<file path="config.mk">
export PLATFORM = sky130hd
export DESIGN_NAME = sba_fsm
export DESIGN_NICKNAME = d
export VERILOG_FILES = /design/src/source/sba_fsm.sv
export SDC_FILE = /design/constraint.sdc
export NUM_CORES = 1
export LEC_CHECK = 0
export BUFFER_PORTS_ARGS = -buffer_cell sky130_fd_sc_hd__buf_2
export CORE_AREA = 2 2 39 41
export CTS_CLUSTER_DIAMETER = 150
export CTS_CLUSTER_SIZE = 16
export DETAILED_ROUTE_END_ITERATION = 6
export DIE_AREA = 0 0 41 43
export PLACE_DENSITY_LB_ADDON = 0.2
export SYNTH_ARGS = -nofsm -noshare
export SYNTH_HDL_FRONTEND = slang
export SYNTH_SLANG_ARGS = --single-unit
export TNS_END_PERCENT = 10
</file>
<file path="constraint.sdc">
create_clock -name clk -period 1.3 [get_ports clk]
set_clock_uncertainty 0.05 [all_clocks]
set_input_delay 0.065 -clock clk [delete_from_list [all_inputs] [get_ports clk]]
set_output_delay 0.065 -clock clk [all_outputs]
set_load 0.03 [all_outputs]
</file>
<file path="src/source/sba_fsm.sv">
/*
 * Sequencer for system-bus accesses.
 * Takes a start strobe from the register block, issues one memory strobe,
 * runs the latency timer and reports busy and completion back.
 * The caller guarantees that starts only arrive while idle.
 */

`timescale 1ns/10ps
`default_nettype none

module sba_fsm #(
  parameter int unsigned MemLatency = 3
) (
  input  logic clk,
  input  logic rst_n_i,
  input  logic acc_start_i,
  input  logic acc_write_i,
  input  logic tmr_done_i,
  output logic tmr_start_o,
  output logic mem_we_o,
  output logic mem_re_o,
  output logic busy_o,
  output logic acc_done_o
);

  typedef enum logic [1:0] {
    IDLE,
    ISSUE,
    WAIT
  } state_e;

  state_e state_q;
  state_e state_d;
  logic   write_q;

  //////////////////////////////////////////////////////////////////////
  // State register
  //////////////////////////////////////////////////////////////////////

  always_ff @(posedge clk) begin
    if (!rst_n_i) begin
      state_q <= IDLE;
      write_q <= 1'b0;
    end else begin
      state_q <= state_d;
      // Access type is fixed for the whole transfer
      if (state_q == IDLE && acc_start_i) begin
        write_q <= acc_write_i;
      end
    end
  end

  always_comb begin
    state_d = state_q;
    case (state_q)
      IDLE: begin
        if (acc_start_i) begin
          state_d = ISSUE;
        end
      end
      ISSUE: begin
        state_d = WAIT;
      end
      WAIT: begin
        if (tmr_done_i) begin
          state_d = IDLE;
        end
      end
      default: begin
        state_d = IDLE;
      end
    endcase
  end

  //////////////////////////////////////////////////////////////////////
  // Outputs
  //////////////////////////////////////////////////////////////////////

  // One memory strobe per access with the timer started alongside
  assign mem_we_o    = (state_q == ISSUE) && write_q;
  assign mem_re_o    = (state_q == ISSUE) && !write_q;
  assign tmr_start_o = (state_q == ISSUE);

  assign busy_o     = (state_q != IDLE);
  // Registers update on the edge that closes the last busy cycle
  assign acc_done_o = (state_q == WAIT) && tmr_done_i;

  //////////////////////////////////////////////////////////////////////
  // Checks
  //////////////////////////////////////////////////////////////////////

  a_start_when_idle : assert property (
    @(posedge clk) disable iff (!rst_n_i)
    acc_start_i |-> (state_q == IDLE)
  ) else $error("sba_fsm: access start while busy");

  // Exactly one strobe of the requested type right after a start
  a_one_strobe : assert property (
    @(posedge clk) disable iff (!rst_n_i)
    acc_start_i |=> (mem_we_o == $past(acc_write_i)) &&
                    (mem_re_o == !$past(acc_write_i))
  ) else $error("sba_fsm: wrong memory strobe after start");

  // Timer round trip matches the configured latency
  a_latency : assert property (
    @(posedge clk) disable iff (!rst_n_i)
    tmr_start_o |-> ##MemLatency tmr_done_i
  ) else $error("sba_fsm: timer done off the latency");

endmodule

`default_nettype wire

</file>
# Yosys cells after proc, flatten, opt, wreduce, memory -nomap -nowiden
# Index checks and enable logic that the tools add are counted.
# word_totals
wordCells	17
in_bits	5
regBits	3
out_inout_bits	5
# classes
mux	3
n_eq_ne	4
reduce_logical	8
# ops
op	n
2-bit one-hot mux with 3 select lines	1
1-bit logical AND	4
2-bit two-way mux	2
2-bit != test (second input constant)	2
2-bit by 1-bit equality test with 1-bit output (second input constant)	1
2-bit equality test (second input constant)	1
2-bit zero test	1
2-bit AND reduction	1
2-bit nonzero test	1
1-bit zero test	1

# Logic depth before layout (Yosys ltp)
# Gate-level depths: netlist (run 1).
# depth
ltp_word	3
ltp_mapped	2
mapped_depth_nobuf	2

# Least setup slack after synthesis (run 1)
# No wires, ideal clock.
# synth_path
path_type	flip-flop to output port
start	register state_q[0]
end	output port mem_we_o
slack_ns	0.184
required_ns	1.185
path_buffers	0
arrival_time_ns	1.001
path_stages_with_launch	3
path_cell_list	dfxtp_1 -> nor2b_4 -> and2_1
# synth_via
elab_chain_len	2
# synth_rtl
item	line_no	text
start: declaration	32	state_e state_q;
start signal: assignment	45	state_q <= state_d;
2-bit by 1-bit equality test with 1-bit output	-	
net tmr_start_o	19	output logic tmr_start_o,
1-bit logical AND	80	assign mem_we_o = (state_q == ISSUE) && write_q;
end: declaration	20	output logic mem_we_o,
# The timed path passes the listed nets, and every way through them passes these cells.

# Worst setup path in the final report (run 1)
# layout_path
start	register state_q[0]
end	output port mem_we_o
# layout_via
elab_chain_len	2
# layout_rtl
item	line_no
2-bit by 1-bit equality test with 1-bit output	80
1-bit logical AND	80
# Every way passes these cells.

==> impl_metrics.csv, run 1 <==
group,metric,value,unit
outcome,status,"complete, no violations",
logic_synthesis,yosysTopAreaCell,"dfxtp_1",
floorplanning,fp-row-count,14,
grt,grtUsageTotal,5.11,%
routing,vias,145,
pwr,peakVddDrop,0.757,mV
placed_design,io_buffers,9,
final_layout,n_antenna_cell,0,
sta,rsz0062_at_grt,"no",
clock_network,worstSkewPairLatency,0.23,ns
logic_synthesis,avgSynthCellArea,10.7,um^2
sta,fin_crit_sh,91.2,%
routing,wl_per_cell,7.52,um
worst_setup_path,worst_path_largest_cell_delay,0.35,ns
clock_network,htree_levels,1,
clock_network,tritoncts,"built",
floorplanning,die_h,43,um
logic_synthesis,netlist_area,160,um^2
logic_synthesis,yosys_warnings,0,
sta,fmax,0.844,GHz
sta,relSlewSlack,86.4,%
min_path,hold_path.class,"input pin to flop",
final_layout,drive_above_1_share,60.7,%
logic_synthesis,ys_seq_elements,3,
final_layout,area_growth,57.8,%
clock_network,root_buffer,"clkbuf_4",
grt,grt_pass1_vias,138,
placed_design,place_ws,0.290,ns
flow_run,max_cap_violations,0,
worst_setup_path,crit_chain,"nor2b_4, and2_1, buf_2",
clock_network,cts.sinks,3,
logic_synthesis,syn-num-nets,20,
floorplanning,design.die.area,1760,um^2
worst_setup_path,cp.buffers_inverters,1,
worst_setup_path,criticalPathCategory,"flop to output port",
sta,tns,0,ns
final_layout,fin_nets,34,
worst_setup_path,worstPathRequired,1.19,ns
grt,antenna_found_initial,0,
sta,hold_violations,0,
worst_setup_path,arrival,1.07,ns
sta,finalSetupViolCount,0,
pwr,power.density,1280,nW/um^2
routing,detail-route-antenna-nets,0,
min_path,hold_path_depth,2,
worst_setup_path,r2r_cells,2,
floorplanning,core_region_area,1380,um^2
grt,grt-ovfl-total,0,
sta,drv_slew,0,
placed_design,gp_congestion,0.540,
final_layout,fin_util,18.3,%
routing,drtIter0Drc,2,
worst_setup_path,crit_family,"flip-flops",
routing,first_pass_iters,2,
logic_synthesis,syn_inst,15,
placed_design,place_inst,40,
floorplanning,fp.dieW,41,um
clock_network,ctsHoldBuffers,0,
logic_synthesis,yosysUniqueCellTypes,10,
clock_network,cts-buffers-inserted,3,
sta,setup_slack,0.115,ns
floorplanning,io_pins,10,
routing,drc_errors,0,
worst_setup_path,cp_slowest_cell,"dfxtp_2",
floorplanning,start_util,11.6,%
sta,tightest_slew,0.203,ns
pwr,p_leak,0.000127,uW
logic_synthesis,synth_area_leaders,"dfxtp_1 (38%), nor3b_2 (16%), nor2b_4 (8.6%), and2_1 (7.8%), and3b_2 (6.3%)",
worst_setup_path,cp-start-kind,"flop",
logic_synthesis,synth_top_area_share,37.5,%
worst_setup_path,crit_cells,3,
routing,routed_via_density,3.30,
clock_network,clkTransAtPathRegs,0.04,ns
logic_synthesis,yosysSeqAreaShare,37.5,%
placed_design,hpwl,259,um
grt,grt_max_degree,6,
grt,grt_first_pass_wirelength,531,um
routing,drt-total-wl,331,um
worst_setup_path,path_max_fanout,5,
clock_network,clk_path_buf_depth,2,
final_layout,final_cells,44,
sta,post-route-min-period,1.19,ns
worst_setup_path,cp-end-kind,"output port",
## final timing paths
| path | slack (ns) | start | to |
|---|---|---|---|
| setup / recovery | 0.11 | state_q[0] | mem_we_o |
| hold / removal | 0.03 | rst_n_i | state_q[1] |
| setup reg to reg | 0.38 | state_q[1] | write_q |
| hold reg to reg | 0.42 | write_q | write_q |
## layout make-up
cell class / count / area (um^2)
Fill cell: 155 / 1130
Tap cell: 16 / 20.0
Sequential cell: 3 / 61.3
Multi-Input combinational cell: 12 / 100
Timing Repair Buffer: 9 / 45.0
Clock buffer: 4 / 26.3
## synthesized netlist by cell type
cell / n
nor2b_4: 1
or2_1: 1
nand2_1: 2
mux2i_1: 1
o21a_1: 1
and2b_1: 1
and3b_2: 1
dfxtp_1: 3
nor3b_2: 2
and2_1: 2
## power by group
group	total (uW)	internal, uW	switching (uW)
clock network	161	115	46.2
registers	106	99.1	6.82
logic	56.3	24.7	31.7
## placed cells by master, fill, tap and decap left out
cell	instances
and3b_2	1
and2b_1	1
dfxtp_1	2
buf_2	9
mux2i_1	1
o21a_1	1
nor3b_2	2
clkbuf_1	1
or2_1	1
and2_1	2
nor2b_4	1
dfxtp_2	1
nand2_1	2
clkbuf_4	3
## through the flow
stage	instance area, um^2	power, uW	hold slack, ns
after global placement	225	162	0.258
after floorplan	160	145	0.133
after CTS	251	333	0.0284
after global routing	253	351	0.0282
final	253	323	0.0343
after detailed placement	225	164	0.271
## cells by family after synthesis
| group | count (synthesis) | synth area share [%] |
|---|---|---|
| multiplexers | 1 | 6.25 |
| AO/OA/AOI/OAI | 1 | 4.69 |
| AND/OR/NAND/NOR | 10 | 51.6 |
| flip-flops | 3 | 37.5 |
## sequential cells by signal (all words and copies together), names as in the netlist
register,count
state_q,2
write_q,1
## layer usage
layer	part of all wire, %	global-route usage, %	vias to the layer above
met3	20	6.28	0
met2	27	4.38	10
met1	53	6.07	59
met4	0	4.00	0
met5	0	0	-
li1	-	-	76
## what timing repair did
item                                    CTS  global route
endpoints found under the setup margin    0             2
gates resized for setup                   0             1
buffers inserted                          0             0
Note: power is estimated with default switching activity, not from simulation.
==> run 2: changes to the inputs <==
- RECOVER_POWER: default -> 50
- REMOVE_ABC_BUFFERS: default -> 1
==> impl_metrics.csv, run 2 (synthesis results as in run 1) <==
group,metric,value,unit
final_layout,area_growth,50.8,%
worst_setup_path,cp-end-kind,"output port",
sta,rsz0062_at_grt,"no",
sta,fin_crit_sh,90.7,%
routing,first_pass_iters,2,
pwr,combPwrFrac,17.0,%
placed_design,gp_congestion,0.540,
min_path,hold_path.class,"input pin to flop",
routing,drc_errors,0,
sta,finalSetupViolCount,0,
pwr,peakVddDrop,0.756,mV
floorplanning,core_region_area,1380,um^2
final_layout,final_common_cell,"buf_2",
floorplanning,design.die.area,1760,um^2
worst_setup_path,criticalPathCategory,"flop to output port",
clock_network,tritoncts,"built",
grt,antenna_found_initial,0,
sta,tightest_slew,0.374,ns
floorplanning,fp.dieW,41,um
grt,grt_max_degree,6,
grt,grt-ovfl-total,0,
final_layout,design_area,241,um^2
pwr,clkPwrFrac,50.2,%
routing,detail-route-antenna-nets,0,
pwr,pwr-share-seq,32.8,%
placed_design,hpwl,259,um
grt,grt_pass1_vias,138,
clock_network,cts-buffers-inserted,3,
final_layout,largest_register_ffs,2,
worst_setup_path,arrival,1.06,ns
clock_network,clk_path_buf_depth,2,
final_layout,largestRegisters,"state_q: 2 flops, write_q: 1 flops",
sta,fmax,0.848,GHz
final_layout,final_cell_mix,"buf_2 (8), clkbuf_4 (3)",
pwr,power.density,1330,nW/um^2
floorplanning,die_h,43,um
clock_network,root_buffer,"clkbuf_4",
routing,drtIter0Drc,1,
grt,grtUsageTotal,5.11,%
worst_setup_path,path_max_fanout,5,
sta,hold_violations,0,
floorplanning,start_util,11.6,%
clock_network,htree_levels,1,
final_layout,drive_above_1_share,50.0,%
pwr,p_sw,83.8,uW
placed_design,io_buffers,9,
floorplanning,io_pins,10,
floorplanning,fp-row-count,14,
final_layout,regArea,61.3,um^2
clock_network,worstSkewPairLatency,0.23,ns
pwr,swShare,26.1,%
pwr,p_leak,0.000119,uW
routing,wl_per_cell,7.64,um
sta,relSlewSlack,75.2,%
clock_network,cts.sinks,3,
routing,routed_via_density,3.30,
worst_setup_path,cp-start-kind,"flop",
worst_setup_path,worstPathRequired,1.19,ns
clock_network,ctsHoldBuffers,0,
grt,grt_first_pass_wirelength,531,um
outcome,status,"complete, no violations",
routing,vias,145,
clock_network,clkTransAtPathRegs,0.04,ns
sta,drv_slew,0,
sta,tns,0,ns
flow_run,max_cap_violations,0,
final_layout,multi_input_area,90.1,um^2
final_layout,fin_nets,34,
placed_design,placed_area,225,um^2
final_layout,fill_cells,157,
pwr,p_int,237,uW
final_layout,top_register,"state_q",
routing,drt-total-wl,336,um
sta,post-route-min-period,1.18,ns
final_layout,n_antenna_cell,0,
[run 2: critical path, cell delays in order (launching register included)]
cell and delay (ns):
dfxtp_2 0.34, nor2b_4 0.17, clkbuf_1 0.33
[run 2: metrics by stage]
stage / setup WS, ns / hold WS, ns / instances / total power (uW) / util, %
4_1_cts: 0.0355 / 0.0284 / 44 / 333 / 18.2
3_3_place_gp: 0.303 / 0.258 / 40 / 162 / 16.3
2_1_floorplan: 0.185 / 0.133 / 15 / 145 / -
5_1_grt: 0.0666 / 0.0282 / 44 / 348 / 17.5
3_5_place_dp: 0.290 / 0.271 / 40 / 164 / 16.3
6_report: 0.121 / 0.0345 / 44 / 321 / 17.5
[run 2: worst paths after layout]
path | start | to | slack [ns] | cells after the start
min reg2reg | write_q | write_q | 0.42 | 2
max | state_q[0] | tmr_start_o | 0.12 | 2
max reg2reg | state_q[1] | write_q | 0.29 | 2
min | rst_n_i | state_q[1] | 0.03 | 2
[run 2: cell type report]
type	count	share of cell area (%)
repair buffers	9	18.1
well taps	16	8.29
clock buffers	4	10.9
flip-flops and latches	3	25.4
multi-input cells	12	37.3
[run 2: timing repair]
item	CTS	global route
resized for setup	0	1
endpoints found under the setup margin	0	2
buffers inserted	0	0
[run 2: power by group through the flow]
stage / sequential [uW] / clock (uW) / combinational [uW]
2_1_floorplan: 106 / 0 / 39.2
3_3_place_gp: 106 / 0 / 55.7
3_5_place_dp: 107 / 0 / 56.8
4_1_cts: 105 / 170 / 57.0
5_1_grt: 106 / 184 / 58.8
6_report: 105 / 161 / 54.6
[run 2: per-layer routing]
layer	track usage [%]	share of wire [%]	wire length, um
met1	6.07	54	181
met2	4.38	26	89
met3	6.28	19	65
met4	4.00	0	0
met5	0	0	0
