<file path="src/source/dbg_pkg.sv">
/*
 * Shared constants for the debug system-bus access port.
 * Holds the DMI register map, the SBCS bit layout and the bus word width.
 * Modules refer to these by scoped name.
 */

`default_nettype none

package dbg_pkg;

  //////////////////////////////////////////////////////////////////////
  // Widths
  //////////////////////////////////////////////////////////////////////

  // DMI and system bus word
  localparam int DataWidth    = 32;
  localparam int DmiAddrWidth = 7;

  //////////////////////////////////////////////////////////////////////
  // DMI register addresses
  //////////////////////////////////////////////////////////////////////

  localparam logic [DmiAddrWidth-1:0] AddrSbcs   = 7'h38;
  localparam logic [DmiAddrWidth-1:0] AddrSbAddr = 7'h39;
  localparam logic [DmiAddrWidth-1:0] AddrSbData = 7'h3C;

  //////////////////////////////////////////////////////////////////////
  // SBCS bit positions
  //////////////////////////////////////////////////////////////////////

  // Sticky, write 1 to clear
  localparam int SbcsBusyErrBit    = 22;
  // Read-only view of the access FSM
  localparam int SbcsBusyBit       = 21;
  // Writable controls
  localparam int SbcsAutoIncrBit   = 16;
  localparam int SbcsReadOnDataBit = 15;

endpackage

`default_nettype wire
</file>
<file path="src/source/sba_regs.sv">
/*
 * DMI register block for the system-bus access port.
 * Decodes single-cycle DMI requests, holds SBCS, SBADDR and SBDATA,
 * answers every request one cycle later and starts bus accesses.
 * Requests that collide with a running access are dropped and flagged.
 */

`timescale 1ns/10ps
`default_nettype none

module sba_regs #(
  parameter int unsigned MemWords = 256
) (
  input  logic                                clk,
  input  logic                                rst_n_i,
  input  logic                                dmi_req_valid_i,
  input  logic                                dmi_write_i,
  input  logic [dbg_pkg::DmiAddrWidth-1:0]    dmi_addr_i,
  input  logic [dbg_pkg::DataWidth-1:0]       dmi_wdata_i,
  output logic                                dmi_rsp_valid_o,
  output logic [dbg_pkg::DataWidth-1:0]       dmi_rdata_o,
  input  logic                                busy_i,
  input  logic                                acc_done_i,
  input  logic [dbg_pkg::DataWidth-1:0]       mem_rdata_i,
  output logic                                acc_start_o,
  output logic                                acc_write_o,
  output logic [$clog2(MemWords)-1:0]         mem_addr_o,
  output logic [dbg_pkg::DataWidth-1:0]       mem_wdata_o
);

  localparam int AddrWidth = $clog2(MemWords);

  logic                          busyerr_q;
  logic                          autoincr_q;
  logic                          readondata_q;
  logic [AddrWidth-1:0]          sbaddr_q;
  logic [dbg_pkg::DataWidth-1:0] sbdata_q;
  logic                          rd_pend_q;
  logic                          rsp_valid_q;
  logic [dbg_pkg::DataWidth-1:0] rdata_q;

  logic                          req_rd;
  logic                          req_wr;
  logic                          wr_sbcs;
  logic                          wr_addr;
  logic                          wr_data;
  logic                          rd_data;
  logic                          start_req;
  logic                          conflict;
  logic [dbg_pkg::DataWidth-1:0] sbcs_val;
  logic [dbg_pkg::DataWidth-1:0] rd_val;

  //////////////////////////////////////////////////////////////////////
  // Request decode
  //////////////////////////////////////////////////////////////////////

  assign req_rd  = dmi_req_valid_i && !dmi_write_i;
  assign req_wr  = dmi_req_valid_i && dmi_write_i;
  assign wr_sbcs = req_wr && (dmi_addr_i == dbg_pkg::AddrSbcs);
  assign wr_addr = req_wr && (dmi_addr_i == dbg_pkg::AddrSbAddr);
  assign wr_data = req_wr && (dmi_addr_i == dbg_pkg::AddrSbData);
  assign rd_data = req_rd && (dmi_addr_i == dbg_pkg::AddrSbData);

  // Anything that needs the bus
  assign start_req = wr_data || (rd_data && readondata_q);
  // SBADDR is also locked during an access
  assign conflict  = busy_i && (start_req || wr_addr);

  assign acc_start_o = start_req && !busy_i;
  assign acc_write_o = wr_data;

  assign mem_addr_o  = sbaddr_q;
  assign mem_wdata_o = sbdata_q;

  //////////////////////////////////////////////////////////////////////
  // Registers
  //////////////////////////////////////////////////////////////////////

  always_ff @(posedge clk) begin
    if (!rst_n_i) begin
      busyerr_q    <= 1'b0;
      autoincr_q   <= 1'b0;
      readondata_q <= 1'b0;
      sbaddr_q     <= '0;
      sbdata_q     <= '0;
      rd_pend_q    <= 1'b0;
      rsp_valid_q  <= 1'b0;
    end else begin
      rsp_valid_q <= dmi_req_valid_i;

      if (wr_sbcs) begin
        autoincr_q   <= dmi_wdata_i[dbg_pkg::SbcsAutoIncrBit];
        readondata_q <= dmi_wdata_i[dbg_pkg::SbcsReadOnDataBit];
      end

      // Sticky, cleared by writing a one
      if (conflict) begin
        busyerr_q <= 1'b1;
      end else if (wr_sbcs && dmi_wdata_i[dbg_pkg::SbcsBusyErrBit]) begin
        busyerr_q <= 1'b0;
      end

      if (acc_start_o) begin
        rd_pend_q <= !wr_data;
      end

      // Host writes only land when idle
      if (wr_addr && !busy_i) begin
        sbaddr_q <= dmi_wdata_i[AddrWidth-1:0];
      end else if (acc_done_i && autoincr_q) begin
        sbaddr_q <= sbaddr_q + 1'b1;
      end

      if (wr_data && !busy_i) begin
        sbdata_q <= dmi_wdata_i;
      end else if (acc_done_i && rd_pend_q) begin
        sbdata_q <= mem_rdata_i;
      end
    end
  end

  //////////////////////////////////////////////////////////////////////
  // Response
  //////////////////////////////////////////////////////////////////////

  always_comb begin
    sbcs_val = '0;
    sbcs_val[dbg_pkg::SbcsBusyErrBit]    = busyerr_q;
    sbcs_val[dbg_pkg::SbcsBusyBit]       = busy_i;
    sbcs_val[dbg_pkg::SbcsAutoIncrBit]   = autoincr_q;
    sbcs_val[dbg_pkg::SbcsReadOnDataBit] = readondata_q;
  end

  always_comb begin
    case (dmi_addr_i)
      dbg_pkg::AddrSbcs:   rd_val = sbcs_val;
      dbg_pkg::AddrSbAddr: rd_val = dbg_pkg::DataWidth'(sbaddr_q);
      dbg_pkg::AddrSbData: rd_val = sbdata_q;
      default:             rd_val = '0;
    endcase
  end

  // Value as seen at the request edge, zero for writes
  always_ff @(posedge clk) begin
    rdata_q <= req_rd ? rd_val : '0;
  end

  assign dmi_rsp_valid_o = rsp_valid_q;
  assign dmi_rdata_o     = rdata_q;

  a_rsp_follows_req : assert property (
    @(posedge clk) disable iff (!rst_n_i)
    dmi_req_valid_i |=> dmi_rsp_valid_o
  ) else $error("sba_regs: missing DMI response");

endmodule

`default_nettype wire

</file>
<file path="config.mk">
export PLATFORM = sky130hd
export DESIGN_NAME = sba_regs
export DESIGN_NICKNAME = d
export VERILOG_FILES = /design/src/source/dbg_pkg.sv /design/src/source/sba_regs.sv
export SDC_FILE = /design/constraint.sdc
export NUM_CORES = 1
export LEC_CHECK = 0
export ABC_AREA = 1
export BUFFER_PORTS_ARGS = -buffer_cell sky130_fd_sc_hd__buf_2
export CORE_UTILIZATION = 51
export DETAILED_ROUTE_END_ITERATION = 8
export PLACE_DENSITY = 0.84
export SETUP_SLACK_MARGIN = 0.4
export SLEW_MARGIN = 20
export SYNTH_ARGS = -nofsm -noshare
export SYNTH_HDL_FRONTEND = slang
export SYNTH_SLANG_ARGS = --single-unit
</file>
<file path="constraint.sdc">
create_clock -name clk -period 2.1 [get_ports clk]
set_clock_uncertainty 0.2 [all_clocks]
set_input_delay 0.315 -clock clk [delete_from_list [all_inputs] [get_ports clk]]
set_output_delay 0.315 -clock clk [all_outputs]
set_load 0.005 [all_outputs]
</file>
[Word-level counts from Yosys, hierarchy flattened]
Index checks and enable logic that the tools add are counted.
Word-level totals
  register bits after elaboration: 77
  input bits: 77
  word-level logic and storage cells: 41
Cells by class
  $add $sub $neg: 1
  equal/unequal tests: 3
  mux-type cells: 7
  reduce and logical (&&, ||, !) cells: 22
Operator list (number)
  32-bit case mux with 3 select lines: 1
  32-bit two-way mux: 2
  7-bit by 6-bit == test with 1-bit output (second input constant): 3
  8-bit two-way mux: 2
  1-bit logical AND: 14
  8-bit by 1-bit adder with 8-bit output (second input constant): 1
  2-bit nonzero test: 3
  1-bit zero test: 3
  1-bit logical OR: 2
  1-bit two-way mux: 2

[Logic depth before layout (Yosys ltp)]
Gate-level depths: netlist of the first run.
  depth after elaboration: 8
  gate-level depth with buffers: 9
  depth with buffers taken out: 9

[Least setup slack after synthesis of the first run]
Ideal clock, no wire load.
  path kind: input to register
  start: in dmi_addr_i[5] (netlist bit)
  end: reg sbaddr_q[7], in the netlist mem_addr_o[7]
  library setup time: 110 ps
  arrival time: 1147 ps
  slack: 643 ps
  stages: 8
  cells stage by stage: nand2_1 -> nor2_4 -> nand4_2 -> buf_4 -> nand3_1 -> nand3_1 -> nand2_1 -> inv_1
Between the ends
  word-level cells in the longest chain between the ends: 4
RTL lines
  start, declared: RTL line sba_regs.sv:18  | input logic [dbg_pkg::DmiAddrWidth-1:0] dmi_addr_i,
  7-bit by 6-bit == test with 1-bit output *: RTL line sba_regs.sv:60  | assign wr_addr = req_wr && (dmi_addr_i == dbg_pkg::AddrSbAddr);
  1-bit logical AND *: RTL line sba_regs.sv:60
  1-bit logical AND *: RTL line sba_regs.sv:108  | if (wr_addr && !busy_i) begin
  8-bit two-way mux or 2-bit nonzero test (tied branches)
  end signal, assigned: RTL line sba_regs.sv:109  | sbaddr_q <= dmi_wdata_i[AddrWidth-1:0];
  end signal, assigned: RTL line sba_regs.sv:111  | sbaddr_q <= sbaddr_q + 1'b1;
  end, declared: RTL line sba_regs.sv:36  | logic [AddrWidth-1:0] sbaddr_q;
Every way passes the cells marked *; elsewhere a longest branch is shown, timed or not.
A chain may end at the register's enable or synchronous reset.

[Final worst setup path of the first run]
  start: reg readondata_q
  end: out acc_start_o
Between the ends
  word-level cells in the longest chain between the ends: 3
RTL lines
  start, declared: RTL line sba_regs.sv:35  | logic readondata_q;
  start signal, assigned: RTL line sba_regs.sv:93  | readondata_q <= dmi_wdata_i[dbg_pkg::SbcsReadOnDataBit];
  1-bit logical AND: RTL line sba_regs.sv:65  | assign start_req = wr_data || (rd_data && readondata_q);
  1-bit logical OR: RTL line sba_regs.sv:65
  1-bit logical AND: RTL line sba_regs.sv:69  | assign acc_start_o = start_req && !busy_i;
  end, declared: RTL line sba_regs.sv:25  | output logic acc_start_o,
Every way passes these cells.

==> load_flow_metrics.sql, run 1 <==
INSERT INTO impl_metrics (metric_group, metric, value, unit) VALUES
('run_status', 'status', 'complete, no violations', ''),
('setup_path', 'worstSetupPathType', 'flip-flop to output pin', ''),
('clock_tree', 'clock_tree.buffer_depth', '2', ''),
('clock_tree', 'h_tree_levels', '3', ''),
('final_layout', 'final-seq-area', '1540', 'sq um'),
('timing', 'timing.max_slew.rel_slack', '0.612', ''),
('final_layout', 'multi_input_area', '1460', 'sq um'),
('synth', 'ys_seq_elements', '77', ''),
('routing', 'vias_per_cell', '5.10', ''),
('synth', 'synth.distinct_cells', '27', ''),
('clock_tree', 'cts.sinks', '77', ''),
('timing', 'period_needed', '1700', 'ps'),
('die', 'die_height', '83.5', 'um'),
('final_layout', 'synthToLayoutAreaGrowth', '33.2', '%'),
('routing', 'drt.antenna.violating_nets', '0', ''),
('timing', 'fin_setup_tns', '0', 'ps'),
('routing', 'wirelength', '9.58', 'mm'),
('setup_path', 'critical_path.max_stage_delay', '390', 'ps'),
('setup_path', 'critical_path.max_fanout', '2', ''),
('power', 'internal_power', '2.00', 'mW'),
('routing', 'routedWlPerCell', '13.1', 'um'),
('timing', 'setup_violations', '0', ''),
('final_layout', 'n_fill_cell', '553', ''),
('routing', 'dr.first_iter.drc_count', '264', ''),
('placement', 'gpl.final_weighted_congestion', '0.920', ''),
('setup_path', 'critical-path-top-delay-family', 'flip-flops', ''),
('global_routing', 'antenna_violations_before_repair', '0', ''),
('timing', 'final-max-slew-violation-count', '0', ''),
('setup_path', 'critPathLaunchType', 'flip-flop', ''),
('placement', 'postPlaceCellArea', '4180', 'sq um'),
('synth', 'synth_top_cell_area_share', '0.455', ''),
('setup_path', 'worst_ep_arrival_time', '1180', 'ps'),
('clock_tree', 'cts-root-buf', 'clkbuf_8', ''),
('power', 'power.share.switching', '0.225', ''),
('routing', 'routed_via_count', '3733', ''),
('clock_tree', 'worst_setup_hold_path_clk_slew', '80', 'ps'),
('final_layout', 'drive_above_1_share', '0.287', ''),
('die', 'initial_utilization', '0.530', ''),
('setup_path', 'critical_path_required', '1580', 'ps'),
('synth', 'edff_count_synth', '0', ''),
('placement', 'detailedPlacementHpwl', '6.74', 'mm'),
('global_routing', 'grt_usage', '0.281', ''),
('final_layout', 'final_net_count', '729', ''),
('final_layout', 'antenna_cells_inserted', '0', ''),
('power', 'power_per_cell_area', '571', 'nW/um^2'),
('synth', 'async_flop_share', '0', ''),
('power', 'power_frac_clock', '0.371', ''),
('synth', 'netlist.top_cell.by_area', 'dfxtp_1', ''),
('die', 'fp.dieW', '83.5', 'um'),
('synth', 'syn_nets', '564', ''),
('timing', 'worst_hold_slack', '7.78', 'ps'),
('timing', 'worstMarginPinSlew', '581', 'ps'),
('power', 'worst_ir_drop_vdd', '0.449', 'mV'),
('timing', 'clock.fmax', '589', 'MHz'),
('timing', 'grt_setup_unrepaired', 'true', ''),
('synth', 'syn_avg_cell_area', '6.96', 'sq um'),
('placement', 'placement.io_buffers', '151', ''),
('die', 'coreArea', '6390', 'sq um'),
('timing', 'period_share', '0.809', ''),
('clock_tree', 'cts_inserted_buffers', '9', ''),
('power', 'cellLeakagePower', '2.31', 'nW'),
('die', 'row_count', '29', ''),
('global_routing', 'grt.overflow.total', '0', ''),
('clock_tree', 'tritoncts_clock_tree', 'built', ''),
('synth', 'synth.cell_area', '3380', 'sq um'),
('flow_run', 'cap_violations', '0', ''),
('synth', 'synth_warnings', '0', ''),
('setup_path', 'timing.critical_path.buf_inv', '1', ''),
('power', 'netSwitchingPower', '0.580', 'mW'),
('synth', 'post_synth_inst_count', '486', ''),
('min_path', 'holdCritPathClass', 'primary input to flip-flop', '');
==> worst reg2reg max path, cell delays in order (launching register included) <==
cell	delay [ps]
dfxtp_1	460
nand2_1	170
nor2_1	170
nand2_1	70
nand2_1	60
nand2_1	50
nand3_1	60
nand3_1	110
nand2_1	80
inv_1	40
==> through the flow <==
| step | utilization | setup slack (ps) | std cells |
|---|---|---|---|
| floorplan | - | 643 | 486 |
| global placement | 0.655 | 347 | 700 |
| detailed placement | 0.655 | 306 | 700 |
| CTS | 0.706 | 406 | 732 |
| global route | 0.706 | 328 | 732 |
| finish | 0.706 | 402 | 732 |
==> Yosys cell counts (2+ instances only) <==
library cell  number
o21ai_1           29
nand4_1            8
buf_4              5
o21ai_0           41
clkbuf_1          12
a21oi_1           10
inv_1             64
nor2_4             2
o22ai_1            8
nand3_1           20
nand2_1           88
dfxtp_1           77
buf_6              3
nor2_1           101
inv_2              5
xor2_1             2
==> registers in the layout, summed over array words and instances (netlist names) <==
register         count
readondata_q         1
dmi_rsp_valid_o      1
busyerr_q            1
mem_addr_o           8
dmi_rdata_o         32
rd_pend_q            1
mem_wdata_o         32
autoincr_q           1
==> power by group through the flow <==
| stage | clock [mW] | sequential (mW) | combinational, mW |
|---|---|---|---|
| after floorplan | 0 | 1.50 | 0.0396 |
| after global placement | 0 | 1.50 | 0.133 |
| after detailed placement | 0 | 1.50 | 0.134 |
| after CTS | 0.980 | 1.46 | 0.156 |
| after global routing | 1.04 | 1.46 | 0.173 |
| final | 0.954 | 1.46 | 0.159 |
==> placed cells by master (no fill, tap or decap) <==
cell type	instances
a21oi_1	9
a21oi_2	1
buf_12	1
buf_2	151
buf_4	9
clkbuf_1	3
clkbuf_8	10
clkinv_1	1
clkinv_2	2
dfxtp_1	76
dfxtp_2	1
dlygate4sd3_1	14
ha_1	1
inv_1	64
inv_2	5
nand2_1	88
nand2_2	1
nand3_1	20
nand3_4	1
nand3b_1	1
nand4_1	8
nand4_2	1
nor2_1	101
nor2_2	1
nor2_4	2
nor2_8	1
nor3_1	1
o21ai_0	41
o21ai_1	29
o22ai_1	8
o31ai_4	1
xor2_1	2
==> final cells by class <==
cell class | instances | area share
multi-input combinational | 318 | 0.325
inverter | 70 | 0.0583
clock buffer | 13 | 0.0330
clock inverter | 2 | 0.00222
tap | 77 | 0.0214
sequential | 77 | 0.342
timing repair buffer | 175 | 0.218
==> cells by family (layout without fill, tap and decap cells) <==
family,after synthesis,after routing,share of synthesized area
compound gates,89,89,0.139
xor+xnor,2,2,0.00518
fa+ha+maj,1,1,0.00370
buf+inv,91,260,0.113
flops,77,77,0.455
simple gates,226,226,0.283
==> per-layer routing <==
metal / GRT usage / share of wire
met5: 0 / 0
met4: 0.157 / 0.039
met3: 0.0643 / 0.073
met2: 0.458 / 0.46
met1: 0.344 / 0.43
==> timing repair <==
| item | in CTS | in global routing |
|---|---|---|
| hold endpoints to repair | 14 | 0 |
| setup buffers | 3 | 0 |
| pin swaps | 1 | 1 |
| hold buffers | 14 | 0 |
| gates resized for setup | 1 | 1 |
| endpoints found under the setup margin | 1 | 2 |
==> worst paths after layout <==
kind              startpoint         endpoint  cells past startpoint
max             readondata_q      acc_start_o                      3
min reg2reg  mem_wdata_o[12]  dmi_rdata_o[12]                      2
min          dmi_wdata_i[23]  mem_wdata_o[23]                      3
max reg2reg    mem_addr_o[3]    mem_addr_o[7]                      9
No activity file was read; power rests on OpenSTA's default activity.
==> run 2, diff against run 1 <==
Settings changed: CORE_UTILIZATION 51 to 47, PLACE_DENSITY 0.84 to 0.78.
Clock period 2.1 ns to 1.7 ns, I/O delays scaled along.
==> run 2 against run 1 <==
The run now ends with setup timing left; sequential share of layout area decreased by 7.1 points; highest routed layer unchanged; worst setup slack got worse by 430 ps; register-to-register slack worse by 560 ps; clock power grew 45%.
==> load_flow_metrics.sql, run 2 (synthesized netlist as in run 1, its figures left out) <==
INSERT INTO impl_metrics (metric_group, metric, value, unit) VALUES
('die', 'fp.dieW', '86.9', 'um'),
('setup_path', 'timing.critical_path.mode_cell', 'buf_6', ''),
('routing', 'wirelength', '13.2', 'mm'),
('timing', 'worstMarginPinSlew', '401', 'ps'),
('clock_tree', 'worstSkewPairLatency', '340', 'ps'),
('setup_path', 'critical_path.max_stage_delay', '370', 'ps'),
('power', 'power.share.switching', '0.246', ''),
('placement', 'pre_cts_ws', '-15.0', 'ps'),
('run_status', 'failed_checks', 'setup timing', ''),
('final_layout', 'antenna_cells_inserted', '0', ''),
('routing', 'firstDrtPassIters', '5', ''),
('final_layout', 'layout_commonest_cell', 'buf_2', ''),
('final_layout', 'multi_input_area', '1850', 'sq um'),
('clock_tree', 'cts_inserted_buffers', '9', ''),
('final_layout', 'synthToLayoutAreaGrowth', '72.4', '%'),
('routing', 'vias_per_cell', '5.32', ''),
('final_layout', 'final_net_count', '783', ''),
('power', 'cellLeakagePower', '2.72', 'nW'),
('power', 'internal_power', '2.63', 'mW'),
('power', 'share_seq_of_total_power', '0.515', ''),
('timing', 'worst_slack', '-29.8', 'ps'),
('power', 'p_comb_frac', '0.089', ''),
('clock_tree', 'worst_setup_hold_path_clk_slew', '80', 'ps'),
('setup_path', 'timing.rr.start', 'readondata_q', ''),
('die', 'die_height', '86.9', 'um'),
('setup_path', 'cp-startpoint', 'readondata_q', ''),
('min_path', 'hold_path_stages', '3', ''),
('power', 'netSwitchingPower', '0.857', 'mW'),
('setup_path', 'timing.critical_path.buf_inv', '4', ''),
('clock_tree', 'cts.sinks', '77', ''),
('min_path', 'holdCritPathClass', 'primary input to flip-flop', ''),
('timing', 'setup_violations', '1', ''),
('setup_path', 'critical_path.max_fanout', '2', ''),
('routing', 'drt_drc', '0', ''),
('timing', 'period_share', '1.02', ''),
('power', 'power_per_cell_area', '597', 'nW/um^2'),
('routing', 'drt.antenna.violating_nets', '0', ''),
('setup_path', 'critical_path_required', '1740', 'ps'),
('run_status', 'status', 'complete, but fails checks', ''),
('global_routing', 'antenna_violations_before_repair', '0', ''),
('setup_path', 'critical_path_depth', '8', ''),
('die', 'coreArea', '6870', 'sq um'),
('clock_tree', 'clock_tree.buffer_depth', '2', ''),
('setup_path', 'worst_ep_arrival_time', '1770', 'ps'),
('timing', 'grt_setup_unrepaired', 'true', ''),
('timing', 'worst_hold_slack', '31.3', 'ps'),
('flow_run', 'cap_violations', '0', ''),
('timing', 'period_needed', '1730', 'ps'),
('min_path', 'hold_path.startpoint', 'dmi_wdata_i[0]', ''),
('timing', 'clock.fmax', '578', 'MHz'),
('global_routing', 'grt_first_pass_wirelength', '18.1', 'mm'),
('setup_path', 'worstSetupPathType', 'flip-flop to flip-flop', ''),
('final_layout', 'final-seq-area', '1580', 'sq um'),
('timing', 'timing.max_slew.rel_slack', '0.733', ''),
('global_routing', 'grt_usage', '0.316', ''),
('power', 'worst_ir_drop_vdd', '0.528', 'mV'),
('power', 'power_frac_clock', '0.397', ''),
('die', 'ioPinCount', '152', ''),
('die', 'initial_utilization', '0.493', ''),
('die', 'row_count', '30', ''),
('global_routing', 'grt.overflow.total', '0', ''),
('placement', 'gpl.final_weighted_congestion', '0.885', ''),
('routing', 'routed_via_count', '4287', ''),
('placement', 'detailedPlacementHpwl', '6.90', 'mm'),
('final_layout', 'final_cell_mix', '139 x buf_2, 79 x nand2_1, 65 x nor2_1, 62 x dfxtp_1, 60 x inv_1', ''),
('final_layout', 'drive_above_1_share', '0.431', ''),
('clock_tree', 'tritoncts_clock_tree', 'built', ''),
('setup_path', 'path_cells', 'nand4_1 > buf_4 > buf_6 > buf_6 > buf_6 > nor2_2 > nor2_1 > nor3_1', ''),
('die', 'dieArea', '7540', 'sq um'),
('setup_path', 'worstRegToRegCells', '8', ''),
('setup_path', 'critPathLaunchType', 'flip-flop', ''),
('setup_path', 'critical-path-top-delay-family', 'simple AND/OR/NAND/NOR gates', ''),
('setup_path', 'timing.critical_path.to_type', 'flip-flop', ''),
('global_routing', 'grt_start_max_net_pins', '37', ''),
('setup_path', 'critPathSlowestCell', 'dfxtp_2', ''),
('clock_tree', 'cts-root-buf', 'clkbuf_8', ''),
('timing', 'final-max-slew-violation-count', '0', ''),
('timing', 'hold_violations', '0', ''),
('routing', 'routedWlPerCell', '16.4', 'um'),
('global_routing', 'via_count_of_the_first_global_routing_pass', '3873', ''),
('routing', 'dr.first_iter.drc_count', '301', ''),
('clock_tree', 'h_tree_levels', '3', ''),
('placement', 'placement.io_buffers', '151', ''),
('final_layout', 'n_fill_cell', '422', '');
run 2: changes by cell type in the layout (fill, tap and decap cells not counted), moves of 10 or more:
cell           before  now
dfxtp_1            76   62
buf_2             151  139
nor2_1            101   65
dlygate4sd3_1      14   32
nor2_4              2   28
buf_4               9   19
buf_6               0   19
nor2_2              1   11
run 2: final timing paths:
| check | end | slack, ps |
|---|---|---|
| worst min-delay path | mem_wdata_o[0] | 30 |
| worst min register to register | dmi_rdata_o[23] | 250 |
| worst max-delay path | rd_pend_q | -30 |
| worst max register to register | rd_pend_q | -30 |
run 2: layout make-up:
class / count / share of cell area
Timing Repair Buffer: 225 / 0.295
Clock buffer: 10 / 0.0219
Inverter: 70 / 0.0525
Timing Repair inverter: 3 / 0.0103
Sequential cell: 77 / 0.271
Multi-Input combinational cell: 319 / 0.318
Tap cell: 96 / 0.0206
Clock inverter: 6 / 0.0109
run 2: worst reg2reg max path: cells and delay by family (launching register included):
kind	cells	cell delay [ps]
and+or+nand+nor	4	560
DFF	1	370
buffers and inverters	4	490
run 2: per-stage QoR:
| step | util | instance area (sq um) | instances | power [mW] | setup TNS, ps |
|---|---|---|---|---|---|
| floorplan | - | 3460 | 486 | 1.91 | 0 |
| global placement | 0.637 | 4370 | 726 | 2.03 | 0 |
| detailed placement | 0.637 | 4370 | 726 | 2.03 | -15.0 |
| CTS | 0.808 | 5550 | 800 | 3.45 | 0 |
| global route | 0.849 | 5830 | 806 | 3.57 | -34.1 |
| finish | 0.849 | 5830 | 806 | 3.48 | -29.8 |
run 2: timing repair:
action,4_1_cts,5_1_grt
hold buffers,32,0
pin swaps,16,23
gates resized for setup,111,58
setup buffers,19,4
endpoints found under the setup margin,57,89
hold endpoints to repair,32,0
gates cloned,7,2
run 2: layer usage:
layer | GRT usage | vias to the layer above | part of all wire
met2 | 0.562 | 248 | 0.50
met1 | 0.366 | 2005 | 0.39
met3 | 0.0626 | 60 | 0.074
li1 | - | 1974 | -
met5 | 0 | - | 0
met4 | 0.138 | 0 | 0.039
run 2: power by group through the flow:
stage / combinational (mW) / clock (mW) / sequential, mW
floorplan: 0.0569 / 0 / 1.85
global placement: 0.184 / 0 / 1.85
detailed placement: 0.186 / 0 / 1.85
CTS: 0.278 / 1.38 / 1.80
global route: 0.325 / 1.46 / 1.79
finish: 0.309 / 1.38 / 1.79
==> run 3, diff against run 2 <==
Settings changed: ABC_AREA 1 to not set, CORE_UTILIZATION 47 to 46, PLACE_DENSITY 0.78 to 0.77, SKIP_CTS_REPAIR_TIMING set to 1.
Clock period 1.7 ns to 1.9 ns, I/O delays scaled along.
==> run 3 against run 2 <==
First-iteration DRC count decreased by 41%; die area fell by 1.8%; hold slack got worse by 49 ps; the flow finishes with violations (hold timing).
==> load_flow_metrics.sql, run 3 <==
INSERT INTO impl_metrics (metric_group, metric, value, unit) VALUES
('run_status', 'status', 'complete, but fails checks', ''),
('run_status', 'failed_checks', 'hold timing', ''),
('timing', 'grt_setup_unrepaired', 'true', ''),
('die', 'die_height', '86.1', 'um'),
('global_routing', 'gr_util_met1', '0.301', ''),
('power', 'cellLeakagePower', '2.51', 'nW'),
('clock_tree', 'h_tree_levels', '3', ''),
('clock_tree', 'worst_setup_hold_path_clk_slew', '80', 'ps'),
('synth', 'yosys.area_share.simple', '0.275', ''),
('timing', 'timing.max_slew.rel_slack', '0.691', ''),
('clock_tree', 'cts-root-buf', 'clkbuf_8', ''),
('synth', 'synth_warnings', '0', ''),
('setup_path', 'worstSetupPathType', 'primary input to output pin', ''),
('synth', 'post_synth_inst_count', '354', ''),
('setup_path', 'setup.worst_path.end', 'acc_write_o', ''),
('timing', 'hold_violations', '2', ''),
('flow_run', 'cap_violations', '0', ''),
('final_layout', 'finalInstanceArea', '4660', 'sq um'),
('routing', 'drt_drc', '0', ''),
('placement', 'pre_cts_ws', '24.1', 'ps'),
('routing', 'routedWlPerCell', '14.9', 'um'),
('setup_path', 'timing.critical_path.mode_cell', 'buf_6', ''),
('synth', 'synth.distinct_cells', '38', ''),
('min_path', 'hold_path_stages', '2', ''),
('setup_path', 'timing.critical_path.to_type', 'output pin', ''),
('synth', 'synth_area_leaders', 'dfxtp_1 47%, nand3_1 11%, o211a_1 11%, nand2_1 4.8%, and2_1 4.4%', ''),
('timing', 'fin_setup_tns', '0', 'ps'),
('die', 'initial_utilization', '0.479', ''),
('global_routing', 'use_met3', '0.0472', ''),
('power', 'internal_power', '2.45', 'mW'),
('min_path', 'holdCritPathClass', 'primary input to flip-flop', ''),
('final_layout', 'antenna_cells_inserted', '0', ''),
('routing', 'dr.first_iter.drc_count', '177', ''),
('synth', 'syn_nets', '432', ''),
('setup_path', 'critical_path.max_fanout', '5', ''),
('timing', 'setup_violations', '0', ''),
('timing', 'clock.fmax', '593', 'MHz'),
('power', 'power.share.switching', '0.226', ''),
('power', 'power_per_cell_area', '680', 'nW/um^2'),
('power', 'power_frac_clock', '0.419', ''),
('routing', 'wirelength', '9.44', 'mm'),
('routing', 'drt.antenna.violating_nets', '0', ''),
('global_routing', 'grt.overflow.total', '0', ''),
('timing', 'final-max-slew-violation-count', '0', ''),
('global_routing', 'globalRoute.busiestLayer', 'met2', ''),
('setup_path', 'critPathSlowestCell', 'and4bb_4', ''),
('routing', 'firstDrtPassIters', '4', ''),
('synth', 'synth_top_cell_area_share', '0.474', ''),
('placement', 'postPlaceCellArea', '4090', 'sq um'),
('clock_tree', 'clock_tree.buffer_depth', '2', ''),
('clock_tree', 'cts_inserted_buffers', '9', ''),
('final_layout', 'final_net_count', '611', ''),
('global_routing', 'grt_first_pass_wirelength', '14.0', 'mm'),
('clock_tree', 'cts.sinks', '77', ''),
('synth', 'main_combinational_cell_family_by_area_after_synthesis', 'simple AND/OR/NAND/NOR gates', ''),
('setup_path', 'critPathLaunchType', 'primary input', ''),
('die', 'ioPinCount', '152', ''),
('synth', 'async_flop_share', '0', ''),
('global_routing', 'antenna_violations_before_repair', '0', ''),
('final_layout', 'final_cell_mix', '149 x buf_2, 76 x dfxtp_1, 73 x nand3_1, 42 x nand2_1, 35 x o211a_1', ''),
('die', 'dieArea', '7410', 'sq um'),
('die', 'coreArea', '6790', 'sq um'),
('synth', 'edff_count_synth', '0', ''),
('setup_path', 'timing.rr.start', 'mem_addr_o[0]', ''),
('setup_path', 'worstReg2RegEnd', 'mem_addr_o[6]', ''),
('global_routing', 'grt_usage', '0.243', ''),
('synth', 'synth.most_common_cell', 'dfxtp_1', ''),
('setup_path', 'worst-r2r-setup-slack', '460', 'ps'),
('synth', 'multiplexer_fraction_of_the_synthesized_cell_area', '0.0123', ''),
('setup_path', 'critical_path.max_stage_delay', '400', 'ps'),
('setup_path', 'worst_ep_arrival_time', '1200', 'ps'),
('final_layout', 'layout_commonest_cell', 'buf_2', ''),
('timing', 'worst_hold_slack', '-17.9', 'ps'),
('clock_tree', 'tritoncts_clock_tree', 'built', ''),
('setup_path', 'cp-startpoint', 'dmi_addr_i[6]', ''),
('timing', 'worstMarginPinSlew', '463', 'ps'),
('routing', 'vias_per_cell', '5.25', ''),
('die', 'fp.dieW', '86.1', 'um'),
('placement', 'detailedPlacementHpwl', '6.33', 'mm'),
('placement', 'placement.io_buffers', '151', ''),
('global_routing', 'grtUsageMet2', '0.413', ''),
('clock_tree', 'worstSkewPairLatency', '340', 'ps'),
('final_layout', 'drive_above_1_share', '0.377', ''),
('power', 'worst_ir_drop_vdd', '0.367', 'mV'),
('routing', 'routed_via_count', '3328', ''),
('power', 'netSwitchingPower', '0.717', 'mW'),
('global_routing', 'grt_start_max_net_pins', '37', ''),
('timing', 'period_share', '0.888', ''),
('timing', 'worst_slack', '213', 'ps'),
('synth', 'synth.cell_area', '3250', 'sq um'),
('die', 'row_count', '30', ''),
('synth', 'yosys.area_share.adder', '0.00385', ''),
('synth', 'synth-main-ff-cell', 'dfxtp_1', ''),
('power', 'share_seq_of_total_power', '0.509', ''),
('synth', 'ys_seq_elements', '77', ''),
('setup_path', 'critical_path_required', '1410', 'ps'),
('power', 'p_comb_frac', '0.072', ''),
('synth', 'netlist.top_cell.by_area', 'dfxtp_1', ''),
('synth', 'synthXorXnorAreaFrac', '0.0189', ''),
('global_routing', 'via_count_of_the_first_global_routing_pass', '2945', ''),
('synth', 'ys_top_cells_by_count', '77 x dfxtp_1, 73 x nand3_1, 42 x nand2_1', ''),
('synth', 'synth-seq-area-share', '0.474', ''),
('setup_path', 'worstRegToRegCells', '5', ''),
('setup_path', 'path_cells', 'buf_6 > and4bb_4 > and2_4 > and3_4 > buf_6', ''),
('synth', 'synth-compound-area-share', '0.157', ''),
('synth', 'syn_avg_cell_area', '9.19', 'sq um'),
('timing', 'period_needed', '1690', 'ps'),
('final_layout', 'synthToLayoutAreaGrowth', '43.2', '%'),
('placement', 'gpl.final_weighted_congestion', '0.814', '');
==> run 3: worst max-delay path, delay by kind of cell <==
kind / cells / cell delay, ps
buffers and inverters: 2 / 180
and+or+nand+nor: 3 / 740
==> run 3: worst min path at each step <==
| stage | start | slack [ps] | endpoint |
|---|---|---|---|
| floorplan | dmi_req_valid_i | 210 | dmi_rsp_valid_o |
| global placement | mem_wdata_o[31] | 260 | dmi_rdata_o[31] |
| detailed placement | mem_wdata_o[18] | 260 | dmi_rdata_o[18] |
| CTS | dmi_req_valid_i | -40 | dmi_rsp_valid_o |
| global route | dmi_wdata_i[24] | 1 | mem_wdata_o[24] |
| finish | dmi_wdata_i[24] | -20 | mem_wdata_o[24] |
==> run 3: layout make-up <==
| cell class | instances | area, sq um |
|---|---|---|
| Timing Repair Buffer | 199 | 1200 |
| Clock inverter | 4 | 53.8 |
| Clock buffer | 12 | 165 |
| Fill cell | 552 | 2140 |
| Inverter | 2 | 7.51 |
| Tap cell | 96 | 120 |
| Multi-Input combinational cell | 244 | 1560 |
| Sequential cell | 77 | 1550 |
==> run 3: routing by layer <==
metal  up-vias  part of all wire
met5         -                 0
met4         0             0.016
met3        12             0.057
met2       126              0.50
met1      1584              0.43
li1       1606                 -
==> run 3: per-stage QoR <==
step / total power, mW / hold WS, ps / util / std cells
after floorplan: 1.72 / 207 / - / 354
after global placement: 1.83 / 258 / 0.602 / 587
after detailed placement: 1.83 / 260 / 0.602 / 587
after CTS: 3.13 / -41.8 / 0.634 / 603
after global routing: 3.28 / 1.02 / 0.686 / 634
final: 3.17 / -17.9 / 0.686 / 634
==> run 3: logic make-up after synthesis <==
logic type,after synthesis
DFF,77
AOI/OAI and AO/OA,60
muxes,4
adders and majority gates,1
buffers and inverters,33
xor gates and xnor gates,7
and+or+nand+nor,172
==> run 3: power groups by stage <==
stage          clock network [mW]  logic [mW]  registers, mW
3_5_place_dp                    0       0.176           1.65
6_report                     1.33       0.228           1.61
5_1_grt                      1.42       0.244           1.61
2_1_floorplan                   0      0.0667           1.65
3_3_place_gp                    0       0.174           1.65
4_1_cts                      1.34       0.177           1.62
